File: src/verilog/spim_settings.svh
// spi master engine settings: bus word, word count, bit length and lane widths
`ifndef SPIM_SETTINGS_SVH
`define SPIM_SETTINGS_SVH

//////////////////////////////
// data path
//////////////////////////////

// width of one bus word and of the shift registers
`define SPIM_WORD_W 32

// number of data lines in quad mode
`define SPIM_LANES 4

//////////////////////////////
// command fields
//////////////////////////////

// words per command, minus one
`define SPIM_CNT_W 16
// word length minus one, up to 31
`define SPIM_BITS_W 5

`endif
File: src/verilog/spim_pad_pkg.sv
// spi master pin types: pad bundle and data lane modes
`include "spim_settings.svh"

package spim_pad_pkg;

  // which data lines the master drives
  typedef enum logic [1:0] {
    MODE_IDLE    = 2'b00,
    MODE_STD_TX  = 2'b01,
    MODE_QUAD_TX = 2'b10,
    MODE_QUAD_RX = 2'b11
  } spim_lane_mode_e;

  // everything that leaves the master towards the pads
  typedef struct packed {
    logic                   spi_clk;
    logic [`SPIM_LANES-1:0] sdo;
    // 1 means the line is released
    logic [`SPIM_LANES-1:0] oen;
  } spim_pads_t;

endpackage

File: src/verilog/spim_cmd_pkg.sv
// spi master command types: direction, raw command and the decoded plan
`include "spim_settings.svh"

package spim_cmd_pkg;

  // transfer direction of a whole command
  typedef enum logic {
    DIR_TX = 1'b0,
    DIR_RX = 1'b1
  } spim_dir_e;

  typedef logic [`SPIM_WORD_W-1:0] spim_word_t;

  // command as it arrives on the command stream
  typedef struct packed {
    spim_dir_e               dir;
    logic                    qpi;
    logic                    lsb_first;
    logic [`SPIM_BITS_W-1:0] bits_m1;
    logic [`SPIM_CNT_W-1:0]  words_m1;
  } spim_cmd_t;

  // registered command plus the beat count per word
  typedef struct packed {
    spim_dir_e               dir;
    logic                    qpi;
    logic                    lsb_first;
    logic [`SPIM_BITS_W-1:0] bits_m1;
    logic [`SPIM_CNT_W-1:0]  words_m1;
    logic [`SPIM_BITS_W-1:0] beats_m1;
  } spim_plan_t;

endpackage

File: src/verilog/spim_txrx_top.sv
// spi master shift engine top: command decode, word buffers, shift engine and rx assembly
`timescale 1ns/100ps
`include "spim_settings.svh"

module spim_txrx_top
  import spim_cmd_pkg::*;
  import spim_pad_pkg::*;
(
  input  logic                   clk_i,
  input  logic                   rstn_i,
  input  spim_cmd_t              cmd_i,
  input  logic                   cmd_valid_i,
  output logic                   cmd_ready_o,
  input  spim_word_t             tx_data_i,
  input  logic                   tx_valid_i,
  output logic                   tx_ready_o,
  output spim_word_t             rx_data_o,
  output logic                   rx_valid_o,
  input  logic                   rx_ready_i,
  output logic                   done_o,
  input  logic                   cfg_cpol_i,
  input  logic [`SPIM_LANES-1:0] sdi_i,
  output spim_pads_t             pads_o
);

  spim_plan_t             plan;
  logic                   plan_valid;
  logic                   cmd_done;
  spim_word_t             tx_word;
  logic                   tx_word_valid;
  logic                   tx_word_ready;
  logic                   rx_beat;
  logic [`SPIM_LANES-1:0] rx_lanes;
  logic                   rx_word_end;
  spim_word_t             rx_word;
  logic                   rx_word_valid;
  logic                   rx_room;

  assign done_o = cmd_done;

  spim_cmd_decode u_cmd_decode (
    .clk_i        (clk_i),
    .rstn_i       (rstn_i),
    .cmd_i        (cmd_i),
    .cmd_valid_i  (cmd_valid_i),
    .cmd_ready_o  (cmd_ready_o),
    .cmd_done_i   (cmd_done),
    .plan_o       (plan),
    .plan_valid_o (plan_valid)
  );

  spim_word_buf #(.payload_t(spim_word_t)) u_tx_buf (
    .clk_i       (clk_i),
    .rstn_i      (rstn_i),
    .in_data_i   (tx_data_i),
    .in_valid_i  (tx_valid_i),
    .in_ready_o  (tx_ready_o),
    .out_data_o  (tx_word),
    .out_valid_o (tx_word_valid),
    .out_ready_i (tx_word_ready)
  );

  spim_shift_engine u_shift_engine (
    .clk_i         (clk_i),
    .rstn_i        (rstn_i),
    .cfg_cpol_i    (cfg_cpol_i),
    .plan_i        (plan),
    .plan_valid_i  (plan_valid),
    .cmd_done_o    (cmd_done),
    .tx_word_i     (tx_word),
    .tx_valid_i    (tx_word_valid),
    .tx_ready_o    (tx_word_ready),
    .rx_room_i     (rx_room),
    .sdi_i         (sdi_i),
    .rx_beat_o     (rx_beat),
    .rx_lanes_o    (rx_lanes),
    .rx_word_end_o (rx_word_end),
    .pads_o        (pads_o)
  );

  spim_rx_assemble u_rx_assemble (
    .clk_i         (clk_i),
    .rstn_i        (rstn_i),
    .plan_i        (plan),
    .rx_beat_i     (rx_beat),
    .rx_lanes_i    (rx_lanes),
    .rx_word_end_i (rx_word_end),
    .word_o        (rx_word),
    .word_valid_o  (rx_word_valid)
  );

  spim_word_buf #(.payload_t(spim_word_t)) u_rx_buf (
    .clk_i       (clk_i),
    .rstn_i      (rstn_i),
    .in_data_i   (rx_word),
    .in_valid_i  (rx_word_valid),
    .in_ready_o  (rx_room),
    .out_data_o  (rx_data_o),
    .out_valid_o (rx_valid_o),
    .out_ready_i (rx_ready_i)
  );

endmodule

File: src/verilog/spim_rx_assemble.sv
// receive assembly: shifts sampled lanes into words and hands each finished word on
`timescale 1ns/100ps
`include "spim_settings.svh"

module spim_rx_assemble
  import spim_cmd_pkg::*;
(
  input  logic                   clk_i,
  input  logic                   rstn_i,
  input  spim_plan_t             plan_i,
  input  logic                   rx_beat_i,
  input  logic [`SPIM_LANES-1:0] rx_lanes_i,
  input  logic                   rx_word_end_i,
  output spim_word_t             word_o,
  output logic                   word_valid_o
);

  spim_word_t              word_q;
  spim_word_t              word_next;
  spim_word_t              in_bits;
  spim_word_t              lane_mask;
  spim_word_t              len_mask;
  logic [`SPIM_BITS_W-1:0] ins_pos;
  logic [2:0]              step;

  always_comb
  begin
    if (plan_i.qpi)
    begin
      step      = 3'(`SPIM_LANES);
      in_bits   = spim_word_t'(rx_lanes_i);
      lane_mask = spim_word_t'({`SPIM_LANES{1'b1}});
      ins_pos   = plan_i.bits_m1 - `SPIM_BITS_W'(`SPIM_LANES - 1);
    end
    else
    begin
      // standard receive listens on line 1
      step      = 3'd1;
      in_bits   = spim_word_t'(rx_lanes_i[1]);
      lane_mask = spim_word_t'(1'b1);
      ins_pos   = plan_i.bits_m1;
    end

    // lsb-first bits enter at the top of the word and walk down to bit 0
    if (plan_i.lsb_first)
      word_next = ((word_q >> step) & ~(lane_mask << ins_pos)) | (in_bits << ins_pos);
    else
      word_next = (word_q << step) | in_bits;
  end

  // keep only bits_m1 down to 0
  assign len_mask = {`SPIM_WORD_W{1'b1}} >> (`SPIM_BITS_W'(`SPIM_WORD_W - 1) - plan_i.bits_m1);

  always_ff @(posedge clk_i, negedge rstn_i)
  begin
    if (!rstn_i)
      word_q <= '0;
    else if (rx_beat_i)
      word_q <= word_next;
  end

  // finished word goes out with the last beat
  assign word_o       = word_next & len_mask;
  assign word_valid_o = rx_word_end_i;

endmodule

File: src/verilog/spim_shift_engine.sv
// shift engine: spi clock, beat and word counting, transmit shifting and pin driving
`timescale 1ns/100ps
`include "spim_settings.svh"

module spim_shift_engine
  import spim_cmd_pkg::*;
  import spim_pad_pkg::*;
(
  input  logic                   clk_i,
  input  logic                   rstn_i,
  input  logic                   cfg_cpol_i,
  input  spim_plan_t             plan_i,
  input  logic                   plan_valid_i,
  output logic                   cmd_done_o,
  input  spim_word_t             tx_word_i,
  input  logic                   tx_valid_i,
  output logic                   tx_ready_o,
  input  logic                   rx_room_i,
  input  logic [`SPIM_LANES-1:0] sdi_i,
  output logic                   rx_beat_o,
  output logic [`SPIM_LANES-1:0] rx_lanes_o,
  output logic                   rx_word_end_o,
  output spim_pads_t             pads_o
);

  typedef enum logic [1:0] {
    ST_IDLE,
    ST_WAIT,
    ST_SHIFT
  } eng_state_e;

  eng_state_e              state_q;
  // second half of a beat, spi clock away from idle
  logic                    phase_q;
  logic [`SPIM_BITS_W-1:0] beat_cnt_q;
  logic [`SPIM_CNT_W-1:0]  word_cnt_q;
  logic                    done_q;
  spim_word_t              tx_shift_q;
  logic                    is_tx;
  logic                    beat_end;
  logic                    word_go;
  logic [2:0]              step;
  spim_lane_mode_e         lane_mode;

  assign is_tx    = plan_i.dir == DIR_TX;
  assign beat_end = (state_q == ST_SHIFT) && phase_q;
  assign step     = plan_i.qpi ? 3'(`SPIM_LANES) : 3'd1;

  // a word starts once its data is there or the receive side has room
  assign word_go    = (state_q == ST_WAIT) && (is_tx ? tx_valid_i : rx_room_i);
  assign tx_ready_o = (state_q == ST_WAIT) && is_tx;
  assign cmd_done_o = done_q;

  //////////////////////////////
  // control FSM
  //////////////////////////////

  always_ff @(posedge clk_i, negedge rstn_i)
  begin
    if (!rstn_i)
    begin
      state_q    <= ST_IDLE;
      phase_q    <= 1'b0;
      beat_cnt_q <= '0;
      word_cnt_q <= '0;
      done_q     <= 1'b0;
    end
    else
    begin
      done_q <= 1'b0;
      case (state_q)
        ST_IDLE:
        begin
          // the plan is still held while done is high
          if (plan_valid_i && !done_q)
          begin
            word_cnt_q <= plan_i.words_m1;
            state_q    <= ST_WAIT;
          end
        end
        ST_WAIT:
        begin
          if (word_go)
          begin
            beat_cnt_q <= plan_i.beats_m1;
            state_q    <= ST_SHIFT;
          end
        end
        ST_SHIFT:
        begin
          phase_q <= ~phase_q;
          if (phase_q)
          begin
            if (beat_cnt_q != '0)
              beat_cnt_q <= beat_cnt_q - 1'b1;
            else if (word_cnt_q != '0)
            begin
              word_cnt_q <= word_cnt_q - 1'b1;
              state_q    <= ST_WAIT;
            end
            else
            begin
              done_q  <= 1'b1;
              state_q <= ST_IDLE;
            end
          end
        end
        default:
          state_q <= ST_IDLE;
      endcase
    end
  end

  // msb-first words are left aligned on load so the next bits sit at the top
  always_ff @(posedge clk_i)
  begin
    if (word_go && is_tx)
    begin
      if (plan_i.lsb_first)
        tx_shift_q <= tx_word_i;
      else
        tx_shift_q <= tx_word_i << (`SPIM_BITS_W'(`SPIM_WORD_W - 1) - plan_i.bits_m1);
    end
    else if (beat_end && is_tx)
    begin
      if (plan_i.lsb_first)
        tx_shift_q <= tx_shift_q >> step;
      else
        tx_shift_q <= tx_shift_q << step;
    end
  end

  //////////////////////////////
  // pins
  //////////////////////////////

  always_comb
  begin
    if (state_q == ST_IDLE)
      lane_mode = MODE_IDLE;
    else if (!is_tx)
      // receive in either width releases every line
      lane_mode = MODE_QUAD_RX;
    else if (plan_i.qpi)
      lane_mode = MODE_QUAD_TX;
    else
      lane_mode = MODE_STD_TX;
  end

  always_comb
  begin
    pads_o.spi_clk = cfg_cpol_i ^ phase_q;
    case (lane_mode)
      MODE_STD_TX:
      begin
        pads_o.sdo    = '0;
        pads_o.sdo[0] = plan_i.lsb_first ? tx_shift_q[0] : tx_shift_q[`SPIM_WORD_W-1];
        pads_o.oen    = {{(`SPIM_LANES-1){1'b1}}, 1'b0};
      end
      MODE_QUAD_TX:
      begin
        if (plan_i.lsb_first)
          pads_o.sdo = tx_shift_q[`SPIM_LANES-1:0];
        else
          pads_o.sdo = tx_shift_q[`SPIM_WORD_W-1 -: `SPIM_LANES];
        pads_o.oen = '0;
      end
      default:
      begin
        pads_o.sdo = '0;
        pads_o.oen = '1;
      end
    endcase
  end

  // sample on the edge that brings spi clock back to idle
  assign rx_beat_o     = beat_end && !is_tx;
  assign rx_lanes_o    = sdi_i;
  assign rx_word_end_o = rx_beat_o && (beat_cnt_q == '0);

  // the plan stays put for as long as a command runs
  assert property (@(posedge clk_i) disable iff (!rstn_i)
    state_q != ST_IDLE |=> $stable(plan_i));

endmodule

File: src/verilog/spim_cmd_decode.sv
// command decode: takes one command at a time and holds its plan until the engine finishes
`timescale 1ns/100ps

module spim_cmd_decode
  import spim_cmd_pkg::*;
(
  input  logic       clk_i,
  input  logic       rstn_i,
  input  spim_cmd_t  cmd_i,
  input  logic       cmd_valid_i,
  output logic       cmd_ready_o,
  input  logic       cmd_done_i,
  output spim_plan_t plan_o,
  output logic       plan_valid_o
);

  logic       held_q;
  spim_plan_t plan_q;
  logic       cmd_take;
  logic [$bits(cmd_i.bits_m1)-1:0] beats_m1;

  assign cmd_ready_o  = !held_q;
  assign cmd_take     = cmd_valid_i && cmd_ready_o;
  assign plan_o       = plan_q;
  assign plan_valid_o = held_q;

  // quad moves four bits per beat, standard moves one
  always_comb
  begin
    if (cmd_i.qpi)
      beats_m1 = cmd_i.bits_m1 >> 2;
    else
      beats_m1 = cmd_i.bits_m1;
  end

  always_ff @(posedge clk_i, negedge rstn_i)
  begin
    if (!rstn_i)
    begin
      held_q <= 1'b0;
      plan_q <= '0;
    end
    else
    begin
      if (cmd_take)
      begin
        held_q           <= 1'b1;
        plan_q.dir       <= cmd_i.dir;
        plan_q.qpi       <= cmd_i.qpi;
        plan_q.lsb_first <= cmd_i.lsb_first;
        plan_q.bits_m1   <= cmd_i.bits_m1;
        plan_q.words_m1  <= cmd_i.words_m1;
        plan_q.beats_m1  <= beats_m1;
      end
      else if (cmd_done_i)
        held_q <= 1'b0;
    end
  end

  //////////////////////////////
  // checks
  //////////////////////////////

  // quad words are whole nibbles
  assert property (@(posedge clk_i) disable iff (!rstn_i)
    cmd_take && cmd_i.qpi |-> cmd_i.bits_m1[1:0] == 2'b11);

  // the engine only finishes a command that is held here
  assert property (@(posedge clk_i) disable iff (!rstn_i)
    cmd_done_i |-> held_q);

endmodule

File: src/verilog/spim_word_buf.sv
// one-entry valid/ready word buffer, shared by the transmit and receive streams
`timescale 1ns/100ps

module spim_word_buf #(
  parameter type payload_t = logic
) (
  input  logic     clk_i,
  input  logic     rstn_i,
  input  payload_t in_data_i,
  input  logic     in_valid_i,
  output logic     in_ready_o,
  output payload_t out_data_o,
  output logic     out_valid_o,
  input  logic     out_ready_i
);

  payload_t data_q;
  logic     full_q;
  logic     push;

  // room when empty or when the held entry leaves this cycle
  assign in_ready_o  = !full_q || out_ready_i;
  assign push        = in_valid_i && in_ready_o;
  assign out_valid_o = full_q;
  assign out_data_o  = data_q;

  always_ff @(posedge clk_i, negedge rstn_i)
  begin
    if (!rstn_i)
      full_q <= 1'b0;
    else if (push)
      full_q <= 1'b1;
    else if (out_ready_i)
      full_q <= 1'b0;
  end

  always_ff @(posedge clk_i)
  begin
    if (push)
      data_q <= in_data_i;
  end

  //////////////////////////////
  // checks
  //////////////////////////////

  // an entry offered to a full buffer stays offered and unchanged until it is taken
  assert property (@(posedge clk_i) disable iff (!rstn_i)
    in_valid_i && !in_ready_o |=> in_valid_i && $stable(in_data_i));

endmodule

File: config.mk
export PLATFORM = sky130hd
export DESIGN_NAME = spim_txrx_top
export DESIGN_NICKNAME = d
export VERILOG_FILES = /design/src/verilog/spim_pad_pkg.sv /design/src/verilog/spim_cmd_pkg.sv /design/src/verilog/spim_txrx_top.sv /design/src/verilog/spim_rx_assemble.sv /design/src/verilog/spim_shift_engine.sv /design/src/verilog/spim_cmd_decode.sv /design/src/verilog/spim_word_buf.sv
export VERILOG_INCLUDE_DIRS = /design/src /design/src/verilog
export SDC_FILE = /design/constraint.sdc
export NUM_CORES = 1
export LEC_CHECK = 0
export BUFFER_PORTS_ARGS = -buffer_cell sky130_fd_sc_hd__buf_2
export CAP_MARGIN = 20
export CORE_MARGIN = 2
export CORE_UTILIZATION = 55
export CTS_CLUSTER_SIZE = 16
export DETAILED_ROUTE_END_ITERATION = 10
export PLACE_DENSITY = 0.75
export SYNTH_ARGS = -nofsm -noshare
export SYNTH_HDL_FRONTEND = slang
export SYNTH_HIERARCHICAL = 1
export SYNTH_SLANG_ARGS = --single-unit
File: constraint.sdc
create_clock -name clk_i -period 5.2 [get_ports clk_i]
set_input_delay 0 -clock clk_i [delete_from_list [all_inputs] [get_ports clk_i]]
set_output_delay 0 -clock clk_i [all_outputs]
set_load 0.01 [all_outputs]
## Word level (Yosys, flattened, before mapping)

Cells that the tools add are included.

| cells by class | value |
|---|---|
| reduce and logical (&&, ||, !) cells | 30 |
| add/subtract/negate cells | 4 |
| mux-type cells | 42 |
| bitwise gates (word level) | 8 |
| shifts and indexed selects | 8 |
| equality and inequality tests | 10 |

Operators with widths:

| cell | count |
|---|---|
| $mux W32 | 5 |
| $and A32 B32 Y32 | 2 |
| $mux W16 | 4 |
| $shl A32 B3 Y32 | 2 |
| $shl A4 B5 Y32 | 2 |
| $shr A32 B3 Y32 | 2 |
| $not A32 Y32 | 1 |
| $or A32 B32 Y32 | 1 |
| $or A32 B4 Y32 | 1 |
| $pmux W16 S2 | 1 |
| $shl A32 B5 Y32 | 1 |
| $shr A32 B5 Y32 const A | 1 |
| $mux W5 | 5 |
| $pmux W8 S2 | 1 |
| $reduce_bool A16 Y1 | 1 |
| $sub A16 B1 Y16 const B | 1 |
| $mux W2 | 7 |
| $mux W1 | 13 |
| $mux W4 | 3 |
| $reduce_bool A2 Y1 | 6 |
| $logic_and A1 B1 Y1 | 11 |
| $pmux W5 S2 | 1 |
| $reduce_and A4 Y1 | 2 |
| $ne A2 B1 Y1 const B | 3 |
| 16 further kinds | 25 |

| word-level totals | value |
|---|---|
| register bits | 185 |
| bits of input ports | 66 |
| logic and storage cells | 120 |

## Logic depth before layout (Yosys ltp)

Gate-level depths: netlist of run 1.

| logic depth | value |
|---|---|
| depth after elaboration | 8 |
| depth in mapped cells | 12 |
| depth with buffers taken out | 9 |

## Modules after synthesis

The synthesis of run 1 kept the hierarchy.

Modules (own cells, without submodules):

| module | cells an instance | times used | sequential area each (sq um) | area an instance (sq um) |
|---|---|---|---|---|
| spim_shift_engine | 591 | 1 | 1,586.5 | 5,577.8 |
| spim_rx_assemble | 455 | 1 | 800.8 | 3,674.8 |
| spim_word_buf | 36 | 2 | 985.9 | 1,014.7 |
| spim_cmd_decode | 70 | 1 | 750.7 | 1,293.7 |

## Least setup slack after synthesis of run 1

OpenSTA, ideal clock, no wires.

| timing | value |
|---|---|
| kind | register -> register |
| start point | reg u_shift_engine.state_q[1] |
| end point | reg u_shift_engine.tx_shift_q[0] (enable) |
| slack | 1.576 ns |
| stages on the path, launching flop included | 5 |
| data arrival time | 3.158 ns |
| cell sequence | dfrtp_1 > nor2b_1 > clkbuf_1 > nand2_1 > o21ai_0 |

| between the ends | value |
|---|---|
| cells in the longest elaborated chain, start to end | 4 |

Ends and longest elaborated chain:

| item | RTL line | source |
|---|---|---|
| from (decl) | spim_shift_engine.sv:32 | `eng_state_e state_q;` |
| from (signal assigned) | spim_shift_engine.sv:62 | `state_q <= ST_IDLE;` |
| from (signal assigned) | spim_shift_engine.sv:78 | `state_q <= ST_WAIT;` |
| from (signal assigned) | spim_shift_engine.sv:86 | `state_q <= ST_SHIFT;` |
| $eq A2 B2 Y1 or $eq A2 B1 Y1 (tied branches) | spim_shift_engine.sv:46, spim_shift_engine.sv:50 |  |
| $logic_and A1 B1 Y1, on equally long branches | spim_shift_engine.sv:46, spim_shift_engine.sv:50 |  |
| $logic_and A1 B1 Y1, on equally long branches | spim_shift_engine.sv:124, spim_shift_engine.sv:117 |  |
| $reduce_bool A2 Y1 (no source line) * | n/a |  |
| to (signal assigned) | spim_shift_engine.sv:122 | `` tx_shift_q <= tx_word_i << (`SPIM_BITS_W'(`SPIM_WORD_W - 1) - plan_i.bits_m1); `` |
| to (signal assigned) | spim_shift_engine.sv:127 | `tx_shift_q <= tx_shift_q >> step;` |
| to (signal assigned) | spim_shift_engine.sv:129 | `tx_shift_q <= tx_shift_q << step;` |
| to (decl) | spim_shift_engine.sv:38 | `spim_word_t tx_shift_q;` |

Mark *: on every way between the ends. The rest lies on a longest branch, timed or not.
A chain may end at the register's enable or synchronous reset.

## Worst setup path after layout of run 1

| timing | value |
|---|---|
| start point | reg u_cmd_decode.plan_q (netlist bit u_cmd_decode/plan_o[27]) |
| end point | reg u_rx_buf.data_q (netlist bit u_rx_buf/out_data_o[5]) (data pin) |

| between the ends | value |
|---|---|
| cells in the longest elaborated chain, start to end | 7 |

Ends and longest elaborated chain:

| item | RTL line | source |
|---|---|---|
| from (decl) | spim_cmd_decode.sv:18 | `spim_plan_t plan_q;` |
| $mux W4 or $mux W5 (tied branches) | spim_rx_assemble.sv:28 | `if (plan_i.qpi)` |
| $shl A4 B5 Y32 | spim_rx_assemble.sv:46 | `word_next = ((word_q >> step) & ~(lane_mask << ins_pos)) \| (in_bits << ins_pos);` |
| $not A32 Y32 | spim_rx_assemble.sv:46 |  |
| $and A32 B32 Y32 | spim_rx_assemble.sv:46 |  |
| $or A32 B32 Y32 | spim_rx_assemble.sv:46 |  |
| $mux W32 * | spim_rx_assemble.sv:45 | `if (plan_i.lsb_first)` |
| $and A32 B32 Y32 * | spim_rx_assemble.sv:63 | `assign word_o = word_next & len_mask;` |
| via rx_word[5] | spim_txrx_top.sv:35 | `spim_word_t rx_word;` |
| to (signal assigned) | spim_word_buf.sv:40 | `data_q <= in_data_i;` |
| to (decl) | spim_word_buf.sv:17 | `payload_t data_q;` |

The timed path passes the listed nets; every way through them passes the cells marked *.

==> results of run 1 <==
## per-stage QoR
step / setup slack [ns] / cells / total power [mW] / util, % / cell area [um2]
finish: 1.381 / 1592 / 8.593 / 63.70 / 14380
global route: 1.208 / 1592 / 9.045 / 63.70 / 14380
CTS: 1.532 / 1591 / 8.426 / 63.67 / 14370
detailed placement: 1.556 / 1500 / 7.037 / 58.40 / 13180
global placement: 1.609 / 1499 / 6.980 / 58.31 / 13160
floorplan: 1.576 / 1188 / 5.858 / - / 12580
## cell usage after synthesis, types with 5 or more instances
cell      count
a211o_1       6
a211oi_1     13
a21oi_1     100
a221oi_1     25
a22o_1        9
a22oi_1      13
a31oi_1      11
a32oi_1       5
and2_1       14
buf_1        11
buf_2        14
buf_4        12
buf_6         6
clkbuf_1     61
dfrtp_1      89
edfxtp_1     96
ha_1         11
inv_1        37
mux2_2       31
mux2_4       29
mux2i_1      55
mux4_2       55
nand2_1      66
nand2b_1     20
nand3_1      13
nor2_1      104
nor2b_1      18
nor3_1       22
nor3b_1       6
nor4_1       11
o211ai_1      7
o21a_1       10
o21ai_0      45
o21ai_1       9
o22ai_1      29
o31a_1        6
o31ai_1      11
## state kept, by name, indices dropped and copies added (netlist names)
register and cells:
u_cmd_decode/plan_o 29, u_cmd_decode/plan_valid_o 1, u_rx_assemble/word_q 32, u_rx_buf/out_data_o 32, u_rx_buf/out_valid_o 1, u_shift_engine/beat_cnt_q 5
u_shift_engine/cmd_done_o 1, u_shift_engine/phase_q 1, u_shift_engine/state_q 2, u_shift_engine/tx_shift_q 32, u_shift_engine/word_cnt_q 16, u_tx_buf/out_data_o 32
u_tx_buf/out_valid_o 1
## worst max-delay path, stage by stage (launching register included)
cell and delay [ns]:
dfrtp_4 0.77, clkinv_1 0.44, ha_1 0.81, mux2i_1 0.35, o22ai_1 0.13, a21oi_1 0.65, o221ai_1 0.23, o311a_1 0.18
## cells by family after synthesis
family / count (synthesis) / synth area share [%]
AOI/OAI and AO/OA: 354 / 19.03
adders and majority gates: 11 / 1.094
and+or+nand+nor: 319 / 13.07
buffers and inverters: 142 / 5.094
xor gates and xnor gates: 4 / 0.3383
muxes: 173 / 20.73
DFF: 185 / 40.63
## routing by layer
| layer | vias up | part of all wire [%] | wire length, um | GRT usage (%) |
|---|---|---|---|---|
| met2 | 760 | 43 | 16710 | 47.79 |
| met1 | 5269 | 42 | 16430 | 48.54 |
| li1 | 4784 | - | - | - |
| met5 | - | 0 | 0 | 0 |
| met4 | 0 | 2.5 | 955 | 8.869 |
| met3 | 93 | 12 | 4647 | 8.552 |
## cell type report
type                    count  area (um2)  area share, %
clock inverters            15       173.9          1.210
flip-flops and latches    185        5122          35.62
multi-input cells         861        6837          47.55
well taps                 285       356.6          2.480
inverters                  38       142.6         0.9920
repair buffers            191        1321          9.189
clock buffers              17       425.4          2.959
## worst paths after layout
check | startpoint | end | slack [ns]
hold reg to reg | u_shift_engine/cmd_done_o | u_cmd_decode/plan_valid_o | 0.48
setup / recovery | u_cmd_decode/plan_o[27] | u_rx_buf/out_data_o[5] | 1.38
min in group clk_i | cmd_valid_i | u_cmd_decode/plan_o[18] | 0.09
hold / removal | rstn_i | u_rx_assemble/word_q[23] | 0.08
max in group asynchronous | rstn_i | u_cmd_decode/plan_o[21] | 4.03
setup reg to reg | u_cmd_decode/plan_o[27] | u_rx_buf/out_data_o[5] | 1.38
## what timing repair did
| action | in CTS | in global routing |
|---|---|---|
| hold endpoints to repair | 105 | 0 |
| gates resized for setup | 0 | 0 |
| buffers inserted | 0 | 0 |
| hold buffers | 59 | 0 |
## power by group through the flow
stage / combinational [mW] / clock (mW) / sequential [mW]
global placement: 4.18 / 0 / 2.80
floorplan: 3.39 / 0 / 2.47
detailed placement: 4.22 / 0 / 2.82
CTS: 4.28 / 1.35 / 2.79
global route: 4.75 / 1.42 / 2.88
finish: 4.42 / 1.34 / 2.83
==> results by group, run 1 <==
Run status
  – Status: finished clean

Critical path
  – CP max FO: 40
  – CP Launch Type: flop
  – Required time of the worst setup path: 5.40 ns
  – Reg2Reg Depth: 7
  – CP Class: flop to flop
  – Worst EP arrival: 4.02 ns
  – Crit path capture type: flop

STA
  – Max-slew violation count: 0
  – Final Skew: 0.01416 ns
  – Final Hold Vio Count: 0
  – Total negative slack: 0 ns
  – Peak Freq: 0.2618 GHz
  – Least-Margin Pin Slew: 1.021 ns
  – Hold Slack: 0.07536 ns
  – Finish-stage setup viols: 0
  – Slew headroom: 31.96%
  – Tcrit/Tclk final: 73.45%
  – RSZ-0062 raised after global routing: no
  – Min Tclk post-route: 3.819 ns

Cells and area
  – Final Net Count: 1371
  – Diode count: 0
  – Area delta synth->final: 14.34%
  – Most frequent cells in the layout: buf_2 (109), nor2_1 (103), a21oi_1 (100), edfxtp_1 (96), dfrtp_1 (83)
  – Share of cells above drive strength 1: 23.79%
  – Commonest non-fill, non-tap cell in the layout: buf_2
  – Fillers: 1759

Clock tree
  – CTS max path bufs: 2
  – Clock root cell: clkbuf_16
  – CTS tree: built
  – CTS sink cnt: 185
  – TritonCTS Buffers: 17
  – H-tree Lvls: 4
  – Worst-path clk slew: 0.08 ns
  – Clk_lat worst skew: 0.45 ns

Synthesis
  – Post-synth top area share: 22.92%
  – Commonest register cell after synthesis: edfxtp_1
  – Synth top area cells: edfxtp_1 (23%), dfrtp_1 (18%), mux4_2 (9.8%)
  – Synthesis Warnings: 6
  – Mapped Area: 12580 um2
  – Seq/Total Area, Yosys: 40.63%
  – Asr flop ratio synth: 48.11%
  – #FFs+latches synth: 185
  – Number of distinct library cells after synthesis: 93
  – Dominant cell type by area after synthesis: edfxtp_1
  – Post-Syn Nets: 1265
  – Synth Instances: 1188
  – EDFF count, synth: 96
  – Syn Area/Cell: 10.59 um2

Global routing
  – Total GRT Usage: 32.68%
  – First-pass GRT wire length: 60680 um
  – Vias in the first global route: 10420
  – Largest net degree at the start of global routing: 80
  – Grt ovf: 0
  – Initial antenna violation count: 0

Floorplan
  – Count of boundary I/O pins: 111
  – Die Y: 155.2 um
  – Initial core utilization: 55.72%
  – Rows: 55
  – Die X: 155.2 um
  – Core box area: 22570 um2
  – Die ar.: 24090 um2

Route
  – First DRT Iteration DRCs: 1401
  – Residual DRC: 0
  – Pre-Repair DR Iteration Count: 6
  – Final antenna-violating net count: 0
  – Via count: 10910
  – Number of vias per cell: 6.851
  – DRT Wirelength: 38740 um
  – Routed len/inst: 24.33 um

Pwr
  – Comb pwr share: 51.5%
  – Peak VDD IR: 0.2940 mV
  – Leak: 5.474 nW
  – Reg power frac: 32.9%
  – Clk pwr share: 15.6%
  – Switching Fraction: 45.53%
  – Cell Pwr Density: 597.6 nW/um2
  – Internal power: 4.680 mW
  – NetSw: 3.913 mW

Placed design
  – IO buf count: 110
  – Placer Congestion: 1.023
  – Detailed placement HPWL: 26910 um

Min path
  – HP Class: input pin to async pin

Job
  – Number of max-cap violations: 0
(Power assumes the default switching activity.)
==> run 2, diff against run 1 <==
PLACE_DENSITY = 0.77   (was 0.75)
clock period = 3.2 ns   (was 5.2 ns; I/O delays follow)
==> run 2 against run 1 <==
Core utilization up 0.71 points. Clock-buffer cell count grew 3. Critical endpoint is now u_shift_engine/tx_shift_q[27]. Die area stayed put.
==> results by group, run 2 (same netlist as run 1, synthesis figures left out) <==
STA
  – Total negative slack: 0 ns (unchanged)
  – Finish-stage setup viols: 0 (unchanged)
  – Slew headroom: 37.11% (+5.1 points)
  – Setup ws final: 0.2340 ns (-1.147 ns)
  – Hold Slack: 0.09706 ns (+0.02170 ns)
  – Max-slew violation count: 0 (unchanged)
  – Tcrit/Tclk final: 92.69% (+19 points)
  – Peak Freq: 0.3372 GHz (+29%)
  – Final Skew: 0.01991 ns (+0.005759 ns)
  – Least-Margin Pin Slew: 0.9434 ns (-0.07720 ns)
  – RSZ-0062 raised after global routing: no
  – Min Tclk post-route: 2.966 ns (-0.8533 ns)
  – Final Hold Vio Count: 0 (unchanged)

Floorplan
  – Die X: 155.2 um (unchanged)
  – Die Y: 155.2 um (unchanged)
  – Count of boundary I/O pins: 111 (unchanged)
  – Initial core utilization: 55.72% (unchanged)
  – Core box area: 22570 um2 (unchanged)
  – Die ar.: 24090 um2 (unchanged)
  – Rows: 55 (unchanged)

Critical path
  – Crit path capture type: flop
  – Worst EP arrival: 3.13 ns (-0.89 ns)
  – Reg2Reg Depth: 6 (-1)
  – CP max FO: 42 (+5.0%)
  – CP Launch Type: flop
  – FF-to-FF Start: u_cmd_decode/plan_o[21]
  – Crit path from: u_cmd_decode/plan_o[21]
  – RR Endpoint: u_shift_engine/tx_shift_q[27]
  – Setup crit end: u_shift_engine/tx_shift_q[27]
  – R2R Setup Slk: 0.23 ns (-1.15 ns)
  – CP Class: flop to flop
  – Required time of the worst setup path: 3.37 ns (-2.03 ns)

Pwr
  – Peak VDD IR: 0.4373 mV (+49%)
  – Cell Pwr Density: 965.6 nW/um2 (+62%)
  – Total power draw: 14.04 mW (+63%)
  – Leak: 5.569 nW (+1.7%)

Route
  – Number of vias per cell: 6.833 (-0.26%)
  – Residual DRC: 0 (unchanged)
  – Routed len/inst: 24.09 um (-1.0%)
  – Via count: 11040 (+1.2%)
  – DRT Wirelength: 38930 um (+0.48%)
  – First DRT Iteration DRCs: 1741 (+24%)
  – Pre-Repair DR Iteration Count: 7 (+1)
  – Final antenna-violating net count: 0 (unchanged)

Clock tree
  – Worst-path clk slew: 0.07 ns (about the same)
  – CTS max path bufs: 2 (unchanged)
  – CTS sink cnt: 185 (unchanged)
  – TritonCTS Buffers: 17 (unchanged)
  – Post-CTS resize count: 0 (unchanged)
  – Clock root cell: clkbuf_16
  – Clk_lat worst skew: 0.44 ns (about the same)
  – H-tree Lvls: 4 (unchanged)
  – CTS tree: built

Global routing
  – First-pass GRT wire length: 60130 um (-0.90%)
  – Largest net degree at the start of global routing: 77 (-3.8%)
  – Initial antenna violation count: 0 (unchanged)
  – Vias in the first global route: 10430 (+0.14%)
  – Total GRT Usage: 32.45% (-0.24 points)
  – Grt ovf: 0 (unchanged)

Job
  – Number of max-cap violations: 0 (unchanged)

Cells and area
  – Most frequent cells in the layout: buf_2 (109), nor2_1 (103), a21oi_1 (100), edfxtp_1 (96), dfrtp_1 (83)
  – Area delta synth->final: 15.61%
  – Final Net Count: 1395 (+1.8%)
  – Share of cells above drive strength 1: 24.94% (+1.1 points)
  – Register area: 5122 um2 (unchanged)
  – Multi-input gate area: 6837 um2 (unchanged)
  – Diode count: 0 (unchanged)
  – Fillers: 1791 (+1.8%)
  – Non-Filler Instances: 1616 (+1.5%)
  – Commonest non-fill, non-tap cell in the layout: buf_2

Placed design
  – Pre-CTS setup slack: 0.3267 ns (-1.229 ns)
  – Placer Congestion: 1.035 (+1.2%)
  – Detailed placement HPWL: 27090 um (+0.68%)
  – Placed cells: 1525 (+1.7%)
  – IO buf count: 110 (unchanged)

Run status
  – Status: finished clean

Min path
  – HP Class: input pin to flop
  – Hold Startpoint: cmd_valid_i
-- run 2: cell count changes in the layout (fill, tap and decap cells not counted), moves of 2 or more --
| cell | previous run | this run |
|---|---|---|
| inv_4 | 2 | 0 |
| clkbuf_1 | 0 | 3 |
| clkinvlp_4 | 0 | 3 |
| inv_12 | 2 | 0 |
| clkinv_8 | 3 | 0 |
| inv_6 | 1 | 4 |
| buf_4 | 22 | 45 |
| clkinv_4 | 3 | 1 |
-- run 2: worst min-delay path by stage --
| stage | end | cells past startpoint | slack, ns |
|---|---|---|---|
| 3_3_place_gp | u_rx_assemble/word_q[11] | 1 | 0.11 |
| 5_1_grt | u_cmd_decode/plan_o[11] | 3 | 0.1 |
| 6_report | u_cmd_decode/plan_o[11] | 3 | 0.1 |
| 3_5_place_dp | u_rx_assemble/word_q[13] | 1 | 0.11 |
| 4_1_cts | u_cmd_decode/plan_o[20] | 3 | 0.09 |
| 2_1_floorplan | u_cmd_decode/plan_o[0] | 0 | -0.30 |
-- run 2: final cells by class --
| cell class | instances | area share, % |
|---|---|---|
| Clock buffer | 20 | 3.003 |
| Clock inverter | 12 | 0.8950 |
| Inverter | 38 | 0.9811 |
| Multi-Input combinational cell | 861 | 47.02 |
| Sequential cell | 185 | 35.23 |
| Tap cell | 285 | 2.453 |
| Timing Repair Buffer | 215 | 10.41 |
-- run 2: routing by layer --
metal  share of wire (%)  GRT usage, %  vias up
met2                  44         47.39      792
li1                    -             -     4819
met5                   0             0        -
met3                  12         10.19      126
met1                  41         45.79     5305
met4                 3.6         11.88        0
-- run 2: per-stage QoR --
step                util (%)  area, um2
global placement       59.28      13380
global route           64.41      14540
detailed placement     59.28      13380
floorplan                  -      12580
finish                 64.41      14540
CTS                    64.41      14540
-- run 2: critical path: stages (launching register included) --
cell and delay (ns):
dfrtp_2 0.39, buf_4 0.52, mux2_2 0.42, mux4_2 0.53
a22o_1 0.29, a221oi_1 0.44, nor2_1 0.07
-- run 2: where the power goes --
| part | internal (mW) | switching, mW | total [mW] | leakage (nW) |
|---|---|---|---|---|
| clock network | 1.10 | 0.991 | 2.09 | 0.268 |
| logic | 3.21 | 4.22 | 7.43 | 3.33 |
| registers | 3.50 | 1.02 | 4.51 | 1.97 |
-- run 2: timing repair --
action | 4_1_cts | 5_1_grt
setup endpoints to repair | 0 | 0
setup buffers | 0 | 0
hold buffers | 59 | 0
hold endpoints to repair | 116 | 0
==> run 3, diff against run 2 <==
BUFFER_PORTS_ARGS = -buffer_cell sky130_fd_sc_hd__buf_4   (was -buffer_cell sky130_fd_sc_hd__buf_2)
CORE_UTILIZATION = 40   (was 55)
GPL_TIMING_DRIVEN = 0   (was unset)
PLACE_DENSITY = unset   (was 0.77)
==> run 3 against run 2 <==
First-iteration DRC count down 12%. Critical path depth up 5. Sequential share of layout area down 1.9 points.
==> results by group, run 3 (same netlist as run 1, synthesis figures left out) <==
Floorplan
  – Rows: 64 (+16%)
  – Count of boundary I/O pins: 111 (unchanged)
  – Core box area: 30750 um2 (+36%)
  – Die Y: 181.3 um (+17%)
  – Initial core utilization: 40.90% (-15 points)
  – Die X: 181.3 um (+17%)
  – Die ar.: 32870 um2 (+36%)

Placed design
  – Detailed placement HPWL: 33500 um (+24%)
  – Placer Congestion: 0.9756 (-5.8%)
  – IO buf count: 106 (-3.6%)

Route
  – Final antenna-violating net count: 0 (unchanged)
  – First DRT Iteration DRCs: 1538 (-12%)
  – Pre-Repair DR Iteration Count: 6 (-1)
  – Number of vias per cell: 6.429 (-5.9%)
  – Residual DRC: 0 (unchanged)
  – DRT Wirelength: 46160 um (+19%)
  – Routed len/inst: 25.80 um (+7.1%)
  – Via count: 11500 (+4.2%)

Clock tree
  – Worst-path clk slew: 0.08 ns (about the same)
  – TritonCTS Buffers: 17 (unchanged)
  – CTS max path bufs: 2 (unchanged)
  – Clock root cell: clkbuf_16
  – H-tree Lvls: 4 (unchanged)
  – Clk_lat worst skew: 0.46 ns (+0.02 ns)
  – CTS tree: built
  – CTS sink cnt: 185 (unchanged)

STA
  – Hold Slack: 0.1486 ns (+0.05154 ns)
  – Slew headroom: 42.72% (+5.6 points)
  – Finish-stage setup viols: 0 (unchanged)
  – Final Skew: 0.01324 ns (-0.006677 ns)
  – Tcrit/Tclk final: 98.44% (+5.8 points)
  – Total negative slack: 0 ns (unchanged)
  – RSZ-0062 raised after global routing: no
  – Final Hold Vio Count: 0 (unchanged)
  – Min Tclk post-route: 3.150 ns (+0.1841 ns)
  – Peak Freq: 0.3175 GHz (-5.8%)
  – Max-slew violation count: 0 (unchanged)
  – Least-Margin Pin Slew: 0.8561 ns (-0.08728 ns)

Global routing
  – Grt ovf: 0 (unchanged)
  – First-pass GRT wire length: 69880 um (+16%)
  – Vias in the first global route: 10910 (+4.6%)
  – GR Layer Usage met3: 4.959% (-5.2 points)
  – GR peak layer: met2
  – Initial antenna violation count: 0 (unchanged)
  – Met2 Use GR: 45.04% (-2.3 points)
  – Total GRT Usage: 28.03% (-4.4 points)
  – Largest net degree at the start of global routing: 68 (-12%)
  – Met1 Resource Use GR: 38.29% (-7.5 points)

Critical path
  – CP max FO: 10 (-76%)
  – CP Launch Type: flop
  – Required time of the worst setup path: 3.39 ns (+0.02 ns)
  – CP Class: flop to flop
  – Worst EP arrival: 3.34 ns (+0.21 ns)
  – Crit path capture type: flop

Cells and area
  – Area delta synth->final: 21.91%
  – Finished Core Util: 49.86% (-15 points)
  – Share of cells above drive strength 1: 25.27% (+0.33 points)
  – Commonest non-fill, non-tap cell in the layout: buf_4
  – Diode count: 0 (unchanged)
  – Final Net Count: 1457 (+4.4%)
  – Most frequent cells in the layout: buf_4 (122), nor2_1 (103), a21oi_1 (96), edfxtp_1 (96), dfrtp_1 (86)

Pwr
  – Leak: 5.815 nW (+4.4%)
  – Total power draw: 14.87 mW (+5.9%)
  – Cell Pwr Density: 969.9 nW/um2 (+0.44%)
  – Peak VDD IR: 0.5179 mV (+18%)

Run status
  – Status: finished clean

Job
  – Number of max-cap violations: 0 (unchanged)

Min path
  – HP Class: input pin to flop
-- run 3: cell type report --
| type | instances | area [um2] |
|---|---|---|
| Tap cell | 396 | 495.5 |
| Timing Repair Buffer | 174 | 1496 |
| Inverter | 38 | 145.1 |
| Buffer | 103 | 523.0 |
| Sequential cell | 185 | 5114 |
| Clock buffer | 18 | 429.2 |
| Fill cell | 2819 | 15420 |
| Clock inverter | 14 | 177.7 |
| Multi-Input combinational cell | 861 | 6950 |
-- run 3: layer usage --
metal  routed length [um]  part of all wire (%)
met5                    0                     0
met4                 1552                   3.4
met3                 3708                   8.0
met2                21660                    47
met1                19240                    42
-- run 3: through the flow --
| step | instances | setup slack [ns] | instance area (um2) |
|---|---|---|---|
| finish | 1789 | 0.04994 | 15330 |
| global route | 1789 | 0.004752 | 15330 |
| CTS | 1788 | 0.001269 | 15240 |
| detailed placement | 1693 | -0.7886 | 13940 |
| global placement | 1690 | -0.8525 | 13870 |
| floorplan | 1188 | 0.2763 | 12580 |
-- run 3: power breakdown --
part           switching [mW]  internal, mW
registers               0.915          3.49
clock network            1.10          1.13
logic                    4.87          3.37
total                    6.88          7.99
-- run 3: path summary, 6_finish.rpt --
| kind | startpoint | endpoint | slack (ns) | depth (start not counted) |
|---|---|---|---|---|
| hold reg to reg | u_shift_engine/cmd_done_o | u_cmd_decode/plan_valid_o | 0.50 | 1 |
| min in group asynchronous | rstn_i | u_rx_assemble/word_q[11] | 0.53 | 3 |
| setup reg to reg | u_cmd_decode/plan_o[27] | u_rx_buf/out_data_o[10] | 0.05 | 11 |
| max in group asynchronous | rstn_i | u_rx_assemble/word_q[10] | 1.52 | 4 |
| setup / recovery | u_cmd_decode/plan_o[27] | u_rx_buf/out_data_o[10] | 0.05 | 11 |
| hold / removal | cmd_valid_i | u_cmd_decode/plan_valid_o | 0.15 | 4 |
-- run 3: repair_timing --
item | in CTS | in global routing
buffers inserted | 2 | 2
endpoints found under the setup margin | 83 | 63
gates resized for setup | 27 | 28
hold buffers | 61 | 0
pin swaps | 1 | 2
endpoints found under the hold margin | 153 | 0
-- run 3: worst max-delay path: stages (launching register included) --
cell      delay [ns]
dfrtp_2         0.40
buf_4           0.18
buf_4           0.21
inv_4           0.09
ha_1            0.27
buf_2           0.21
mux2_2          0.38
a211oi_4        0.28
nand2b_4        0.20
mux2i_1         0.15
a22oi_2         0.39
nor3_1          0.12
